===== config.mk =====
export PLATFORM = sky130hd
export DESIGN_NAME = region_decode
export DESIGN_NICKNAME = d
export VERILOG_FILES = /design/src/logic/mem_map_pkg.sv /design/src/logic/region_decode.sv
export SDC_FILE = /design/constraint.sdc
export NUM_CORES = 1
export LEC_CHECK = 0
export BUFFER_PORTS_ARGS = -buffer_cell sky130_fd_sc_hd__buf_4
export CORE_ASPECT_RATIO = 1.5
export CORE_MARGIN = 4
export CORE_UTILIZATION = 23
export DETAILED_ROUTE_END_ITERATION = 10
export MAX_ROUTING_LAYER = met4
export PLACE_DENSITY_LB_ADDON = 0.08
export SYNTH_ARGS = -nofsm -noshare
export SYNTH_HDL_FRONTEND = slang
export SYNTH_SLANG_ARGS = --single-unit

===== constraint.sdc =====
create_clock -name vclk -period 1.9
set_input_delay 0.19 -clock vclk [all_inputs]
set_output_delay 0.19 -clock vclk [all_outputs]
set_load 0.005 [all_outputs]

===== src/logic/mem_map_pkg.sv =====
`default_nettype none

package mem_map_pkg;

    ////////////////////////////////////////////////////////////////////////////
    // widths that carry a meaning
    ////////////////////////////////////////////////////////////////////////////

    typedef logic [29:0] word_addr_t;
    typedef logic [31:0] word_t;
    typedef logic [3:0]  byte_en_t;

    // byte address into the 4 KB text memory
    typedef logic [11:0] text_addr_t;
    // word address into the 8K word loader RAM
    typedef logic [12:0] loader_addr_t;

    // target of one data access
    typedef enum logic [2:0] {
        reg_store,
        reg_text,
        reg_debug,
        reg_kbd,
        reg_loader
    } region_t;

    // top nibble of the word address
    localparam logic [3:0] code_text   = 4'hc;
    localparam logic [3:0] code_debug  = 4'hd;
    localparam logic [3:0] code_kbd    = 4'he;
    localparam logic [3:0] code_loader = 4'hf;

    // debug region, bits 25..18 pick the trap
    localparam logic [7:0] trap_tag = 8'hdd;

    // debug region, bits 25..0 for the queue pointers
    localparam logic [25:0] dbg_start_offset = 26'h3000001;
    localparam logic [25:0] dbg_end_offset   = 26'h3000002;

endpackage

`default_nettype wire

===== src/logic/region_decode.sv =====
`timescale 1ns/100ps
`default_nettype none

module region_decode
    import mem_map_pkg::*;
(
    input  wire word_addr_t dmem_addr,
    input  wire logic       dmem_read,
    input  wire logic       dmem_write,
    input  wire byte_en_t   dmem_byte_en,
    input  wire word_t      data_from_reg,
    input  wire word_addr_t instr_addr,
    output region_t         region,
    output logic            store_read,
    output logic            store_write,
    output logic            text_write,
    output logic            trap_stall,
    output logic            loader_write,
    output logic            loader_data_sel,
    output logic            instr_from_loader,
    output text_addr_t      text_addr,
    output logic [7:0]      text_char
);

    logic       access;
    logic [1:0] lane;

    assign access = dmem_read | dmem_write;

    always_comb begin
        case (dmem_addr[29:26])
            code_text:   region = reg_text;
            code_debug:  region = reg_debug;
            code_kbd:    region = reg_kbd;
            code_loader: region = reg_loader;
            default:     region = reg_store;
        endcase
    end

    // one target at most sees the request
    // keyboard and debug reads go nowhere
    assign store_read      = (region == reg_store) & dmem_read;
    assign store_write     = (region == reg_store) & dmem_write;
    assign text_write      = (region == reg_text) & dmem_write;
    assign loader_write    = (region == reg_loader) & dmem_write;
    assign loader_data_sel = (region == reg_loader);

    // level only, held as long as the pipeline holds the access
    assign trap_stall = (region == reg_debug) && (dmem_addr[25:18] == trap_tag) && access;

    assign instr_from_loader = (instr_addr[29:26] == code_loader);

    // byte lane for text writes, enable msb is lane 0
    always_comb begin
        case (dmem_byte_en)
            4'b1000: begin
                lane      = 2'd0;
                text_char = data_from_reg[7:0];
            end
            4'b0100: begin
                lane      = 2'd1;
                text_char = data_from_reg[15:8];
            end
            4'b0010: begin
                lane      = 2'd2;
                text_char = data_from_reg[23:16];
            end
            default: begin
                lane      = 2'd3;
                text_char = data_from_reg[31:24];
            end
        endcase
    end

    assign text_addr = {dmem_addr[9:0], lane};

endmodule

`default_nettype wire


==> run summary <==
The flow ran to the end, and the final reports show no timing, DRC or antenna violations. The area growth from synthesis to layout is 114%. The worst path meets setup with 0.192 ns of slack. Post-route minimum period: 1.71 ns. The routed via count divided by cell count is 4.93, and the number of buffers added for setup after CTS is 0. Across the run, the number of max-cap violations was 0. In the final timing run, aggregate negative setup slack is 0 ns. The tools report the maximum vdd ir drop as 0.000102 V. The slew at the pin closest to its max-slew limit is 0.539 ns. Category of the worst setup path capture point: an output pin. Of the total synthesized cell area, the portion taken by AND, OR, NAND and NOR gates is 39.3%.

The sequential cell area in the final layout is 0 um2. Summing the sequential cell areas from Yosys gives 0% of the chip area. The tools report the number of primary I/O pins as 128. Entering global routing, the biggest net connects 9 pins.

The parity-gate share of the synthesized area counting xor and xnor cells is 5.74%, and the number of iterations in the first detailed-routing pass is 4. Traced cell by cell, the critical path runs through buf_4 > or4b_1 > o31a_2 > a221o_1 > buf_4. In the final design database the tool counted 229 nets. Wires add up to 1.93 mm. The number of port buffers came out at 74. Setup violations remaining at the end of the flow were counted as 0. The completed layout was analyzed and its total power is 0.000202 W. The die height was 62.7 um; the hold buffer count at cts was 0.

The Yosys step of the flow raised 0 warnings. The most numerous cell type found on the critical path is sky130_fd_sc_hd__buf_4. The synthesized netlist devotes 0% of its cell area to adder and majority cells.

After synthesis, the largest area contributor takes up 17.5% of total cell area. Aggregate global routing overflow: 0. By area the synthesized netlist is led by sky130_fd_sc_hd__a221o_1 (17%), sky130_fd_sc_hd__buf_4 (16%), sky130_fd_sc_hd__a22o_1 (15%). Of all nets on the critical path, the largest fanout is 8.

Counting every instance in the synthesized netlist gives 64. The tools report the netlist area before placement as 458 um2. The logs give 0 for the DRC violation count after routing and 0 for the antenna diode count. The detailed router finished its first iteration with 7 violations. The global-route wire length before repair is 3.06 mm. The count of nets left with antenna violations once routing finished came out at 0. At the end of routability-driven placement, the weighted congestion stood at 0.695.

The number of rows in the core area is 19, and the complex-gate fraction of the synthesized area is 36.1%. Cell family with the largest share of critical-path delay: compound AO/OA/AOI/OAI gates. The power per cell area was 206 nW/um2.

The placeable core region is 1850 um2. The maximum achievable frequency was 0.585 GHz. Counting both buffers and inverters, the worst setup path holds a total of 2. The share of the core filled with cells was 52.8%; the total die area was 2780 um2.

Hold timing on the final database bottoms out at a slack of 0.380 ns. STA classifies the critical path startpoint as a primary input. The final hold violation count is 0, and the initial antenna violation count is 0. Of the cells placed in the final design, the portion with a size suffix greater than 1 is 61.2%. In this run the tightest slew margin relative to its limit is 63.9%.

Of the available clock period, the critical path in the final layout requires 89.9%. Setup repair after global routing left no endpoint under its margin. After layout, the clock buffer instance count stands at 0. By startpoint and endpoint, the worst setup path is classified as in2out. OpenSTA, run right after detailed placement, puts the worst setup slack at 0.196 ns. The overall die width is 44.4 um, and the post-synthesis area per instance is 7.16 um2. STA puts the critical path data arrival time at 1.52 ns. The path class of the tightest hold or removal check is in2out. The design has 0 sequential cells. Combinational family with the most area after synthesis: simple AND/OR/NAND/NOR gates. After filler insertion, the fill cell instance count of the layout stands at 210. The number of vias in the routed layout was 739; the mux contribution to synthesized area was 0%. The total of cells resized after clock tree synthesis is 0, and the number of slew-limit violations in the final report is 0.

For this run, the slowest stage of the critical path takes 0.51 ns. The largest area contributor in the synthesized netlist is sky130_fd_sc_hd__a221o_1. The routed wire length per instance is 12.9 um, and the initial core utilization is 24.7%.

The synthesized netlist contains 21 unique library cells. The tools report the critical path data required time as 1.71 ns. The number of global-route vias before repair came out at 740. The static power due to leakage was 0.515 nW; the total global-route track usage was 13.5%. Synthesis produced a netlist with a net count of 162. Library cell contributing the largest single delay on the critical path: sky130_fd_sc_hd__or4b_1.
==> power by group <==
group	switching (W)	leakage (nW)	total, W	internal (W)
Sequential	0	0	0	0
Clock	0	0	0	0
Combinational	0.0000629	0.515	0.000202	0.000139
Total	0.0000629	0.515	0.000202	0.000139
==> final timing paths <==
check             from  slack (ns)           end  depth (start not counted)
max    dmem_byte_en[0]        0.19  text_char[4]                          5
min       dmem_addr[4]        0.38  text_addr[6]                          0
==> stage by stage <==
step / instance area, um2 / instances
floorplan: 458 / 64
global placement: 980 / 150
detailed placement: 980 / 150
CTS: 980 / 150
global route: 980 / 150
finish: 980 / 150
==> routing by layer <==
metal / global-route usage [%] / vias to the layer above / share of wire (%)
li1: - / 367 / -
met1: 15.2 / 306 / 32
met2: 23.9 / 66 / 49
met3: 4.32 / 0 / 18
met4: 0 / 0 / 0
met5: - / - / 0
==> synth_stat cells (2+ instances only) <==
library cell / n
sky130_fd_sc_hd__nor2_1: 6
sky130_fd_sc_hd__nand3_1: 2
sky130_fd_sc_hd__nor2b_1: 2
sky130_fd_sc_hd__a22o_1: 8
sky130_fd_sc_hd__xnor2_1: 3
sky130_fd_sc_hd__and2_1: 11
sky130_fd_sc_hd__a221o_1: 8
sky130_fd_sc_hd__buf_1: 2
sky130_fd_sc_hd__buf_4: 10
==> kinds of logic after synthesis <==
logic type      Yosys count
simple gates             30
xor+xnor                  3
buf+inv                  13
compound gates           18
==> area by class of cell <==
cell class                      instances  area, um2  area share (%)
Timing Repair Buffer                   77        578            59.0
Inverter                                1       3.75           0.383
Multi-Input combinational cell         51        372            37.9
Tap cell                               21       26.3            2.68
==> placed cells by master, fill, tap and decap left out, types with 2 or more instances in the layout <==
master	netlist	routed
sky130_fd_sc_hd__a221o_1	8	8
sky130_fd_sc_hd__buf_4	10	77
sky130_fd_sc_hd__a22o_1	8	8
sky130_fd_sc_hd__and2_1	11	11
sky130_fd_sc_hd__nor2b_1	2	2
sky130_fd_sc_hd__nor2_1	6	6
sky130_fd_sc_hd__nand3_1	2	2
sky130_fd_sc_hd__xnor2_1	3	3
(Power assumes the default switching activity.)
